**src/div_cfg.svh**
```systemverilog
`ifndef DIV_CFG_SVH
`define DIV_CFG_SVH

// Operand widths.
`define DIV_N_W 16
`define DIV_D_W 8

// Low quotient rows built from inexact cells.
`define DIV_APPROX_ROWS 6

// Statistics.
`define DIV_CNT_W 16

`endif

```
**src/div_data_pkg.sv**
```systemverilog
`include "div_cfg.svh"

package div_data_pkg;

  // Operands.
  typedef logic [`DIV_N_W-1:0] dividend_t;
  typedef logic [`DIV_D_W-1:0] divisor_t;

  // Results.
  typedef logic [`DIV_D_W-1:0] quotient_t;
  typedef logic [`DIV_D_W-1:0] remainder_t;

  // Accuracy statistics.
  typedef logic [`DIV_D_W-1:0] q_error_t;
  typedef logic [`DIV_CNT_W-1:0] sample_cnt_t;

endpackage

```
**src/div_ctrl_pkg.sv**
```systemverilog
package div_ctrl_pkg;

  // Which array drives the result.
  typedef enum logic {
    MODE_EXACT  = 1'b0,
    MODE_APPROX = 1'b1
  } div_mode_e;

  // Operand classification.
  typedef enum logic [1:0] {
    STATUS_OK       = 2'd0,
    STATUS_DIV_ZERO = 2'd1,
    STATUS_OVERFLOW = 2'd2
  } div_status_e;

endpackage

```
**src/div_cells.sv**
```systemverilog
`timescale 1ns/10ps

// ~~~~~~~~~~~~~~~~~~~~~~~~~~~~~~
// Exact subtractor cell.
// ~~~~~~~~~~~~~~~~~~~~~~~~~~~~~~
module div_exact_cell (
  input  logic x,
  input  logic y,
  input  logic bin,
  input  logic qs,
  output logic r_sub,
  output logic bout
);

  logic diff;

  assign diff  = x ^ y ^ bin;
  assign bout  = (~x & y) | (~(x ^ y) & bin);
  // Restore x when the row does not subtract.
  assign r_sub = qs ? diff : x;

endmodule

// ~~~~~~~~~~~~~~~~~~~~~~~~~~~~~~
// Approximate subtractor cell.
// ~~~~~~~~~~~~~~~~~~~~~~~~~~~~~~
module div_approx_cell (
  input  logic x,
  input  logic y,
  input  logic bin,
  input  logic qs,
  output logic r_sub,
  output logic bout
);

  logic diff;

  // Difference is low only for x=0, y=1 and bin=0.
  assign bout  = bin | ~y;
  assign diff  = x | ~y | bin;
  assign r_sub = qs ? diff : x;

endmodule

```
**src/div_array.sv**
```systemverilog
`timescale 1ns/10ps
`include "div_cfg.svh"

module div_array #(
  parameter int APPROX_ROWS = `DIV_APPROX_ROWS
) (
  input  div_data_pkg::dividend_t  dividend,
  input  div_data_pkg::divisor_t   divisor,
  output div_data_pkg::quotient_t  quotient,
  output div_data_pkg::remainder_t remainder
);

  localparam int NW = `DIV_N_W;
  localparam int DW = `DIV_D_W;

  // Partial remainder, restored remainder and borrow chain of each row.
  logic [DW-1:0] row_x [DW];
  logic [DW-1:0] row_r [DW];
  logic [DW-1:0] row_b [DW];
  // Bit shifted out above each row.
  logic [DW-1:0] row_msb;

  for (genvar i = 0; i < DW; i++) begin : g_row

    // Top row takes the dividend directly, the rest take the row above.
    if (i == DW - 1) begin : g_top
      assign row_x[i]   = dividend[NW-2:DW-1];
      assign row_msb[i] = dividend[NW-1];
    end else begin : g_inner
      assign row_x[i]   = {row_r[i+1][DW-2:0], dividend[i]};
      assign row_msb[i] = row_r[i+1][DW-1];
    end

    // Subtract fits, or the shifted-out bit makes it fit anyway.
    assign quotient[i] = row_msb[i] | ~row_b[i][DW-1];

    for (genvar j = 0; j < DW; j++) begin : g_col
      logic bin;

      if (j == 0) begin : g_lsb
        assign bin = 1'b0;
      end else begin : g_chain
        assign bin = row_b[i][j-1];
      end

      if (i < APPROX_ROWS) begin : g_approx
        div_approx_cell u_cell (
          .x     (row_x[i][j]),
          .y     (divisor[j]),
          .bin   (bin),
          .qs    (quotient[i]),
          .r_sub (row_r[i][j]),
          .bout  (row_b[i][j])
        );
      end else begin : g_exact
        div_exact_cell u_cell (
          .x     (row_x[i][j]),
          .y     (divisor[j]),
          .bin   (bin),
          .qs    (quotient[i]),
          .r_sub (row_r[i][j]),
          .bout  (row_b[i][j])
        );
      end
    end
  end

  assign remainder = row_r[0];

endmodule

```
**src/div_decode.sv**
```systemverilog
`timescale 1ns/10ps
`include "div_cfg.svh"

module div_decode (
  input  logic                       clk,
  input  logic                       reset,
  input  logic                       start,
  input  div_ctrl_pkg::div_mode_e    mode,
  input  div_data_pkg::dividend_t    dividend,
  input  div_data_pkg::divisor_t     divisor,
  output logic                       dec_valid,
  output div_ctrl_pkg::div_mode_e    dec_mode,
  output div_data_pkg::dividend_t    dec_dividend,
  output div_data_pkg::divisor_t     dec_divisor,
  output div_ctrl_pkg::div_status_e  dec_status
);

  import div_ctrl_pkg::*;
  import div_data_pkg::*;

  divisor_t    dividend_hi;
  div_status_e status_next;

  // Quotient only has DIV_D_W bits, so the upper byte must stay below the divisor.
  assign dividend_hi = dividend[`DIV_N_W-1 -: `DIV_D_W];

  always_comb begin
    if (divisor == '0) begin
      status_next = STATUS_DIV_ZERO;
    end else if (dividend_hi >= divisor) begin
      status_next = STATUS_OVERFLOW;
    end else begin
      status_next = STATUS_OK;
    end
  end

  always_ff @(posedge clk) begin
    if (reset) begin
      dec_valid <= 1'b0;
    end else begin
      dec_valid <= start;
    end
  end

  always_ff @(posedge clk) begin
    if (start) begin
      dec_mode     <= mode;
      dec_dividend <= dividend;
      dec_divisor  <= divisor;
      dec_status   <= status_next;
    end
  end

endmodule

```
**src/div_execute.sv**
```systemverilog
`timescale 1ns/10ps
`include "div_cfg.svh"

module div_execute (
  input  logic                       clk,
  input  logic                       reset,
  input  logic                       dec_valid,
  input  div_ctrl_pkg::div_mode_e    dec_mode,
  input  div_data_pkg::dividend_t    dec_dividend,
  input  div_data_pkg::divisor_t     dec_divisor,
  input  div_ctrl_pkg::div_status_e  dec_status,
  output logic                       exe_valid,
  output div_ctrl_pkg::div_mode_e    exe_mode,
  output div_ctrl_pkg::div_status_e  exe_status,
  output div_data_pkg::quotient_t    q_exact,
  output div_data_pkg::remainder_t   r_exact,
  output div_data_pkg::quotient_t    q_approx,
  output div_data_pkg::remainder_t   r_approx
);

  import div_data_pkg::*;

  quotient_t  q_exact_comb;
  remainder_t r_exact_comb;
  quotient_t  q_approx_comb;
  remainder_t r_approx_comb;

  // Reference array without inexact rows.
  div_array #(.APPROX_ROWS(0)) u_exact_array (
    .dividend  (dec_dividend),
    .divisor   (dec_divisor),
    .quotient  (q_exact_comb),
    .remainder (r_exact_comb)
  );

  div_array #(.APPROX_ROWS(`DIV_APPROX_ROWS)) u_approx_array (
    .dividend  (dec_dividend),
    .divisor   (dec_divisor),
    .quotient  (q_approx_comb),
    .remainder (r_approx_comb)
  );

  always_ff @(posedge clk) begin
    if (reset) begin
      exe_valid <= 1'b0;
    end else begin
      exe_valid <= dec_valid;
    end
  end

  always_ff @(posedge clk) begin
    if (dec_valid) begin
      exe_mode   <= dec_mode;
      exe_status <= dec_status;
      q_exact    <= q_exact_comb;
      r_exact    <= r_exact_comb;
      q_approx   <= q_approx_comb;
      r_approx   <= r_approx_comb;
    end
  end

endmodule

```
**src/div_result.sv**
```systemverilog
`timescale 1ns/10ps

module div_result (
  input  logic                       clk,
  input  logic                       reset,
  input  logic                       exe_valid,
  input  div_ctrl_pkg::div_mode_e    exe_mode,
  input  div_ctrl_pkg::div_status_e  exe_status,
  input  div_data_pkg::quotient_t    q_exact,
  input  div_data_pkg::remainder_t   r_exact,
  input  div_data_pkg::quotient_t    q_approx,
  input  div_data_pkg::remainder_t   r_approx,
  input  logic                       clear_stats,
  output logic                       done,
  output div_data_pkg::quotient_t    quotient,
  output div_data_pkg::remainder_t   remainder,
  output div_data_pkg::q_error_t     q_error,
  output div_ctrl_pkg::div_status_e  status,
  output div_data_pkg::q_error_t     max_q_error,
  output div_data_pkg::sample_cnt_t  sample_count
);

  import div_ctrl_pkg::*;
  import div_data_pkg::*;

  quotient_t  q_sel;
  remainder_t r_sel;
  q_error_t   q_diff;
  logic       sample_ok;

  assign sample_ok = exe_valid && (exe_status == STATUS_OK);
  assign q_sel     = (exe_mode == MODE_APPROX) ? q_approx : q_exact;
  assign r_sel     = (exe_mode == MODE_APPROX) ? r_approx : r_exact;
  // Distance between the two quotients.
  assign q_diff    = (q_exact > q_approx) ? q_exact - q_approx : q_approx - q_exact;

  always_ff @(posedge clk) begin
    if (reset) begin
      done <= 1'b0;
    end else begin
      done <= exe_valid;
    end
  end

  always_ff @(posedge clk) begin
    if (exe_valid) begin
      status <= exe_status;
      if (exe_status == STATUS_OK) begin
        quotient  <= q_sel;
        remainder <= r_sel;
        q_error   <= q_diff;
      end else begin
        quotient  <= '1;
        remainder <= '0;
        q_error   <= '0;
      end
    end
  end

  // ~~~~~~~~~~~~~~~~~~~~~~~~~~~~~~
  // Error statistics.
  // ~~~~~~~~~~~~~~~~~~~~~~~~~~~~~~
  always_ff @(posedge clk) begin
    if (reset || clear_stats) begin
      sample_count <= '0;
      max_q_error  <= '0;
    end else if (sample_ok) begin
      sample_count <= sample_count + 1'b1;
      if (q_diff > max_q_error) begin
        max_q_error <= q_diff;
      end
    end
  end

endmodule

```
**src/approx_div_top.sv**
```systemverilog
`timescale 1ns/10ps

module approx_div_top (
  input  logic                       clk,
  input  logic                       reset,
  input  logic                       start,
  input  div_ctrl_pkg::div_mode_e    mode,
  input  div_data_pkg::dividend_t    dividend,
  input  div_data_pkg::divisor_t     divisor,
  input  logic                       clear_stats,
  output logic                       done,
  output div_data_pkg::quotient_t    quotient,
  output div_data_pkg::remainder_t   remainder,
  output div_data_pkg::q_error_t     q_error,
  output div_ctrl_pkg::div_status_e  status,
  output div_data_pkg::q_error_t     max_q_error,
  output div_data_pkg::sample_cnt_t  sample_count
);

  import div_ctrl_pkg::*;
  import div_data_pkg::*;

  logic        dec_valid;
  div_mode_e   dec_mode;
  dividend_t   dec_dividend;
  divisor_t    dec_divisor;
  div_status_e dec_status;

  logic        exe_valid;
  div_mode_e   exe_mode;
  div_status_e exe_status;
  quotient_t   q_exact;
  remainder_t  r_exact;
  quotient_t   q_approx;
  remainder_t  r_approx;

  div_decode u_decode (
    .clk          (clk),
    .reset        (reset),
    .start        (start),
    .mode         (mode),
    .dividend     (dividend),
    .divisor      (divisor),
    .dec_valid    (dec_valid),
    .dec_mode     (dec_mode),
    .dec_dividend (dec_dividend),
    .dec_divisor  (dec_divisor),
    .dec_status   (dec_status)
  );

  div_execute u_execute (
    .clk          (clk),
    .reset        (reset),
    .dec_valid    (dec_valid),
    .dec_mode     (dec_mode),
    .dec_dividend (dec_dividend),
    .dec_divisor  (dec_divisor),
    .dec_status   (dec_status),
    .exe_valid    (exe_valid),
    .exe_mode     (exe_mode),
    .exe_status   (exe_status),
    .q_exact      (q_exact),
    .r_exact      (r_exact),
    .q_approx     (q_approx),
    .r_approx     (r_approx)
  );

  div_result u_result (
    .clk          (clk),
    .reset        (reset),
    .exe_valid    (exe_valid),
    .exe_mode     (exe_mode),
    .exe_status   (exe_status),
    .q_exact      (q_exact),
    .r_exact      (r_exact),
    .q_approx     (q_approx),
    .r_approx     (r_approx),
    .clear_stats  (clear_stats),
    .done         (done),
    .quotient     (quotient),
    .remainder    (remainder),
    .q_error      (q_error),
    .status       (status),
    .max_q_error  (max_q_error),
    .sample_count (sample_count)
  );

endmodule

```
**config.mk**
```make
export PLATFORM = sky130hd
export DESIGN_NAME = approx_div_top
export DESIGN_NICKNAME = d
export VERILOG_FILES = /design/src/div_data_pkg.sv /design/src/div_ctrl_pkg.sv /design/src/div_cells.sv /design/src/div_array.sv /design/src/div_decode.sv /design/src/div_execute.sv /design/src/div_result.sv /design/src/approx_div_top.sv
export VERILOG_INCLUDE_DIRS = /design/src
export SDC_FILE = /design/constraint.sdc
export NUM_CORES = 1
export LEC_CHECK = 0
export ABC_AREA = 1
export ABC_CLOCK_PERIOD_IN_PS = 24000
export BUFFER_PORTS_ARGS = -buffer_cell sky130_fd_sc_hd__buf_2
export CELL_PAD_IN_SITES_DETAIL_PLACEMENT = 1
export CELL_PAD_IN_SITES_GLOBAL_PLACEMENT = 1
export CORE_UTILIZATION = 42
export DETAILED_ROUTE_END_ITERATION = 7
export PLACE_DENSITY_LB_ADDON = 0.05
export SLEW_MARGIN = 10
export SYNTH_ARGS = -nofsm -noshare
export SYNTH_HDL_FRONTEND = slang
export SYNTH_SLANG_ARGS = --single-unit
```
**constraint.sdc**
```tcl
create_clock -name clk -period 24 [get_ports clk]
set_clock_uncertainty 0.2 [all_clocks]
set_input_delay 4.8 -clock clk [delete_from_list [all_inputs] [get_ports clk]]
set_output_delay 4.8 -clock clk [all_outputs]
set_load 0.01 [all_outputs]
```
-- Word-level counts from Yosys, hierarchy flattened
Cells that the tools add are included.
Widths: inputs -> output; s select.
- output and inout port bits: 51
- input port bits: 29
- latch bits: 0
- logic and storage cells: 690
- bits in read-only memories: 0
- flip-flop bits (word level): 115
- memories: 0
- RAM bits: 0
- eq/ne operators: 0
- reduce and logical (&&, ||, !) cells: 5
- mux-type cells: 116
- $add $sub $neg: 3
- bitwise operators: 544
- shift operators: 0
- multipliers: 0
- order comparisons: 3
- div/mod/pow operators: 0
- operator list (operator ; count):
    $or 1x1->1 ; 167
    $not 1->1 ; 137
    $and 1x1->1 ; 120
    $xor 1x1->1 ; 120
    $mux 1 ; 112
    $mux 8 ; 3
    $add 16x1->16 const B ; 1
    $gt 8x8->1 ; 2
    $sub 8x8->8 ; 2
    $ge 8x8->1 ; 1
    $logic_not 8->1 ; 1
    $logic_not 2->1 ; 1
    $mux 2 ; 1
    $reduce_and 2->1 ; 1
    $logic_and 1x1->1 ; 1
    $logic_or 1x1->1 ; 1

-- Logic depth before layout (Yosys ltp)
- word-level depth: 152
- mapped depth: 106
- gate-level depth less buffers: 99

-- Hierarchy
A second synthesis with hierarchy kept.
- cells, all modules: 1431
- area total of the unflattened synthesis: 10222.3 sq um
- by module, submodules not included (module ; cells an instance ; seq. area each (sq um) ; area each (sq um) ; instances):
    div_result ; 437 ; 1281.2 ; 3251.9 ; 1
    div_exact_cell (u_execute.u_exact_array.g_row[2].g_col[2].g_exact.u_cell ...) ; 7 ; 0.0 ; 42.5 ; 46
    div_exact_cell (u_execute.u_approx_array.g_row[6].g_col[0].g_exact.u_cell ...) ; 8 ; 0.0 ; 46.3 ; 34
    div_decode ; 72 ; 830.8 ; 1089.8 ; 1
    div_execute ; 38 ; 1071.0 ; 1081.0 ; 1
    div_approx_cell ; 5 ; 0.0 ; 21.3 ; 48
    div_array ; 25 ; 0.0 ; 123.9 ; 2

-- Worst setup path after synthesis
OpenSTA, ideal clock, no wires.
- kind: register to register
- start: register u_decode.dec_divisor[0]
- end: register u_execute.r_exact[3] (data pin)
- clock period less this slack: 24.481 ns
- path slack: -0.481 ns
- setup time: 0.255 ns
- buffers on the path: 7
- stages on the path, launching flop included: 104
- data arrival time: 24.027 ns
- required time: 23.545 ns
- cell sequence: edfxtp_1 -> ha_1 -> inv_1 -> fa_1 -> fa_1 -> fa_1 -> fa_1 -> fa_1 -> fa_1 -> fa_1 -> nor2_4 -> buf_6 -> nand2_1 -> o21ai_0 -> fa_1 -> inv_1 -> fa_1 -> fa_1 -> [... 68 more ...] -> fa_1 -> fa_1 -> buf_2 -> nand3_1 -> nand2_1 -> fa_1 -> inv_1 -> fa_1 -> inv_1 -> fa_1 -> fa_1 -> fa_1 -> fa_1 -> fa_1 -> clkinv_1 -> nand3_4 -> nand2_1 -> nand2_1
- longest elaborated chain between the ends: 151
- elaborated cells on any way between the ends: 446
- those cells by class: mux (57); bitwise (389)
- RTL lines (item ; line ; text):
    start: declaration ; div_decode.sv:14 ; output div_data_pkg::divisor_t dec_divisor,
    start signal: assignment ; div_decode.sv:49 ; dec_divisor <= divisor;
    $and 1x1->1 (2 in a row) ; n/a ;
    $or 1x1->1 ; n/a ;
    $and 1x1->1 ; n/a ;
    $or 1x1->1 ; n/a ;
    $and 1x1->1 ; n/a ;
    $or 1x1->1 ; n/a ;
    $and 1x1->1 ; n/a ;
    $or 1x1->1 ; n/a ;
    [... 27 more ...] ; n/a ;
    via u_execute.u_approx_array.g_row[6].g_col[0].g_exact.u_cell.qs ; div_cells.sv:10 ; input logic qs,
    [... 19 more ...] ; n/a ;
    via u_execute.u_exact_array.g_row[5].g_col[0].g_exact.u_cell.qs ; div_cells.sv:10 ;
    [... 19 more ...] ; n/a ;
    via u_execute.u_exact_array.g_row[4].g_col[0].g_exact.u_cell.qs ; div_cells.sv:10 ;
    [... 19 more ...] ; n/a ;
    via u_execute.u_exact_array.g_row[3].g_col[0].g_exact.u_cell.qs ; div_cells.sv:10 ;
    [... 19 more ...] ; n/a ;
    via u_execute.u_exact_array.g_row[2].g_col[0].g_exact.u_cell.qs ; div_cells.sv:10 ;
    [... 33 more ...] ; n/a ;
    $or 1x1->1 ; div_cells.sv:18 ; assign bout = (~x & y) | (~(x ^ y) & bin);
    $and 1x1->1 ; div_cells.sv:18 ;
    $or 1x1->1 ; div_cells.sv:18 ;
    $not 1->1 ; div_array.sv:35 ; assign quotient[i] = row_msb[i] | ~row_b[i][DW-1];
    $or 1x1->1 (*) ; div_array.sv:35 ;
    via u_execute.u_exact_array.g_row[0].g_col[0].g_exact.u_cell.qs ; div_cells.sv:10 ;
    $mux 1 (*) ; div_cells.sv:20 ; assign r_sub = qs ? diff : x;
    via u_execute.u_exact_array.g_row[0].g_col[3].g_exact.u_cell.r_sub ; div_cells.sv:11 ; output logic r_sub,
    end signal: assignment ; div_execute.sv:56 ; r_exact <= r_exact_comb;
    end: declaration ; div_execute.sv:16 ; output div_data_pkg::remainder_t r_exact,
Mark *: on every way through the listed nets, which the timed path passes. The rest lies on a longest branch.
A chain may end at the register's enable or synchronous reset.

-- Worst setup path after layout
- start: register u_decode.dec_dividend[7]
- end: register u_execute.r_exact[5] (data pin)
- longest elaborated chain between the ends: 152
- elaborated cells on any way between the ends: 434
- those cells by class: mux (57); bitwise (377)
- RTL lines (item ; line ; text):
    start: declaration ; div_decode.sv:13 ; output div_data_pkg::dividend_t dec_dividend,
    start signal: assignment ; div_decode.sv:48 ; dec_dividend <= dividend;
    $not 1->1 ; div_cells.sv:18 ;
    $and 1x1->1 (2 in a row) ; div_cells.sv:18 ;
    $or 1x1->1 ; div_cells.sv:18 ;
    $and 1x1->1 ; div_cells.sv:18 ;
    $or 1x1->1 ; div_cells.sv:18 ;
    $and 1x1->1 ; div_cells.sv:18 ;
    $or 1x1->1 ; div_cells.sv:18 ;
    $and 1x1->1 ; div_cells.sv:18 ;
    [... 137 more ...] ; n/a ;
    $or 1x1->1 ; div_cells.sv:18 ;
    $and 1x1->1 ; div_cells.sv:18 ;
    $or 1x1->1 ; div_cells.sv:18 ;
    $not 1->1 ; div_array.sv:35 ;
    $or 1x1->1 (*) ; div_array.sv:35 ;
    via u_execute.u_exact_array.g_row[0].g_col[0].g_exact.u_cell.qs ; div_cells.sv:10 ;
    $mux 1 (*) ; div_cells.sv:20 ;
    via u_execute.u_exact_array.g_row[0].g_col[5].g_exact.u_cell.r_sub ; div_cells.sv:11 ;
Marked as above.

==> qor.txt <==
Status: completed
Slowest-stage cell, CP: fa_2
Slew Limit Headroom: 43.0%
Cell family with most CP delay: adder cells
Core area: 18,700 um2
Number of flops mapped to enable cells by yosys: 86
Placed insts: 1,213
Final Max Slew Viols: 0
Residual DRC count: 0
Mean Syn Cell Area: 8.88 um2
Clk Latency, worst-skew pair: 420 ps
Initial DRC count: 265
Peak Freq: 0.0432 GHz
Vias in the first global route: 6,924
Clk root buf: clkbuf_16
Synth Register Bits: 113
Final WL: 22.0 mm
HP Class: register to register
RSZ-0062 raised after global routing: no
Non-filler instance count after layout: 1,250
DR pass1 iterations: 5
Die Wd: 140 um
Hold-fix buffers, CTS: 0
Antenna violations before repair: 0
Max Fanout on Critical Path: 9
Tcrit/Tclk final: 96.5%
Vias per inst: 5.06
Net Count, Synth: 1,032
Worst Path Buf+Inv: 15
Setup ws final: 852 ps
Area contributors post-synth: edfxtp_1 32%, fa_1 14%, nand2_1 10%
Die Area: 19,600 um2
# Max-Cap Violations: 0
GRT Overall Usage: 24.3%
Hold_sp: u_decode.dec_mode
CTS sink count: 113
Final hold violations: 0
Share of layout cells above drive strength 1: 22.0%
Global-route wire length before repair: 36.2 mm
Synth cell count leaders: 219 x nand2_1, 179 x inv_1, 86 x edfxtp_1, 65 x nand3_1, 57 x fa_1
Worst-path clk slew: 60 ps
Post-synth cell types: 43
CP dominant cell by count: fa_2
HPWL Detailed: 17.1 mm
DP Worst Slack: -526 ps
Count leader, synth: nand2_1
Worst-Margin Slew: 856 ps
Chip Height: 140 um
Reg2reg setup slack: 850 ps
Critical path type: register to register
Cell taking the most area after synthesis: edfxtp_1
Worst EP required: 23,970 ps
Worst Setup End Kind: register
Num ports: 80
Post-synth ARST share: 0%
R2R Path Start: u_decode.dec_dividend[7]
Critical Path AT: 23,110 ps
ANT nets after route: 0
CP startpoint: u_decode.dec_dividend[7]
R2R depth: 97
FF-to-FF End: u_execute.r_exact[5]
Mapped cell area: 8010 um2
Max stage delay on crit path: 410 ps
Starting Density: 42.8%
Largest net degree at the start of global routing: 35
Num rows: 50
# port buffers: 79
Setup violators final: 0
Synth warnings: 0
CTS buffer count: 17
Critical Path Start Type: register
Grt total ovfl: 0
DR WL/cell: 17.6 um
Number of antenna diodes: 0
Register area share after synthesis: 39.0%
Clock Path Buffers: 2
Mapped Cells: 902
Nets: 1,133
Total vias in the final route: 6,323
Endpoint of the worst hold path: u_execute.exe_mode
Synthesis-to-finish area growth: 17.8%
Hold depth: 0
# H-tree levels: 4
Top-area cell type share of the netlist area: 32.2%
Fin crit period: 23,150 ps
Routability Congestion: 0.868
Main flop type after synthesis: edfxtp_1
CTS tree: yes
==> repair_timing <==
| action | 4_1_cts | 5_1_grt |
|---|---|---|
| pin swaps | 2 | 8 |
| setup buffers | 1 | 4 |
| endpoints found under the setup margin | 9 | 9 |
| resized for setup | 10 | 25 |
==> state kept, by name, indices dropped and copies added, names as in the netlist, 8 cells and up <==
| name | count |
|---|---|
| u_result.remainder | 8 |
| u_result.quotient | 8 |
| u_result.max_q_error | 8 |
| u_decode.dec_divisor | 8 |
| u_result.q_error | 8 |
| u_execute.r_exact | 8 |
| u_execute.q_exact | 8 |
| u_result.sample_count | 16 |
| u_execute.r_approx | 8 |
| u_decode.dec_dividend | 16 |
==> through the flow <==
step,setup TNS [ps],util (%),hold slack [ps],cell area [um2]
after floorplan,0,-,200,8060
final,0,50.4,217,9440
after global placement,0,46.7,201,8740
after detailed placement,-4520,46.7,207,8740
after CTS,0,49.9,219,9340
after global routing,0,50.4,233,9440
==> worst reg2reg max path: cells and delay by family, from the launching register on <==
kind | cells | cell delay [ps]
fa+ha+maj | 57 | 19140
simple gates | 24 | 2110
buf+inv | 15 | 950
flops | 1 | 380
compound gates | 1 | 90
==> worst max path at each step <==
stage / depth (start not counted) / slack, ps / to
after floorplan: 103 / 30 / u_execute.r_exact[3]
after global placement: 97 / 310 / u_execute.r_exact[4]
after detailed placement: 97 / -530 / u_execute.r_exact[4]
after CTS: 97 / 10 / u_execute.r_exact[4]
after global routing: 97 / 10 / u_execute.r_exact[5]
final: 97 / 850 / u_execute.r_exact[5]
==> placed cells by master (no fill, tap or decap), drive strengths merged, types with 3 or more instances in the layout <==
| cell type | Yosys | routed |
|---|---|---|
| buf | 13 | 101 |
| clkinv | 1 | 8 |
| nand4 | 7 | 7 |
| inv | 183 | 187 |
| ha | 44 | 44 |
| o211ai | 10 | 10 |
| clkbuf | 6 | 18 |
| nand2 | 234 | 234 |
| o221ai | 5 | 5 |
| fa | 57 | 57 |
| a21oi | 38 | 38 |
| nand3 | 79 | 79 |
| nor3 | 6 | 6 |
| or2 | 3 | 3 |
| dfxtp | 27 | 27 |
| xor2 | 4 | 4 |
| edfxtp | 86 | 86 |
| o21ai | 40 | 40 |
| nor2 | 45 | 45 |
==> layout make-up <==
| cell class | instances | area, um2 |
|---|---|---|
| inverters | 184 | 696 |
| flip-flops and latches | 113 | 3120 |
| fillers | 2209 | 9270 |
| multi-input cells | 586 | 4190 |
| well taps | 234 | 293 |
| clock inverters | 14 | 130 |
| repair buffers | 101 | 572 |
| clock buffers | 18 | 429 |
==> cell families after synthesis <==
logic type / share of synthesized area (%)
compound gates: 7.45
xor+xnor: 0.547
fa+ha+maj: 21.1
buf+inv: 10.1
flops: 39.0
simple gates: 21.8
==> per-layer routing <==
metal | global-route usage [%] | routed length (um) | vias up | part of all wire (%)
met2 | 41.2 | 10900 | 104 | 50
li1 | - | - | 3084 | -
met3 | 3.83 | 622 | 35 | 2.8
met1 | 31.1 | 9920 | 3100 | 45
met5 | 0 | 0 | - | 0
met4 | 9.83 | 531 | 0 | 2.4
Power is not shown: default switching activity piles up to over one toggle a cycle in this logic, so the estimate is an artifact.
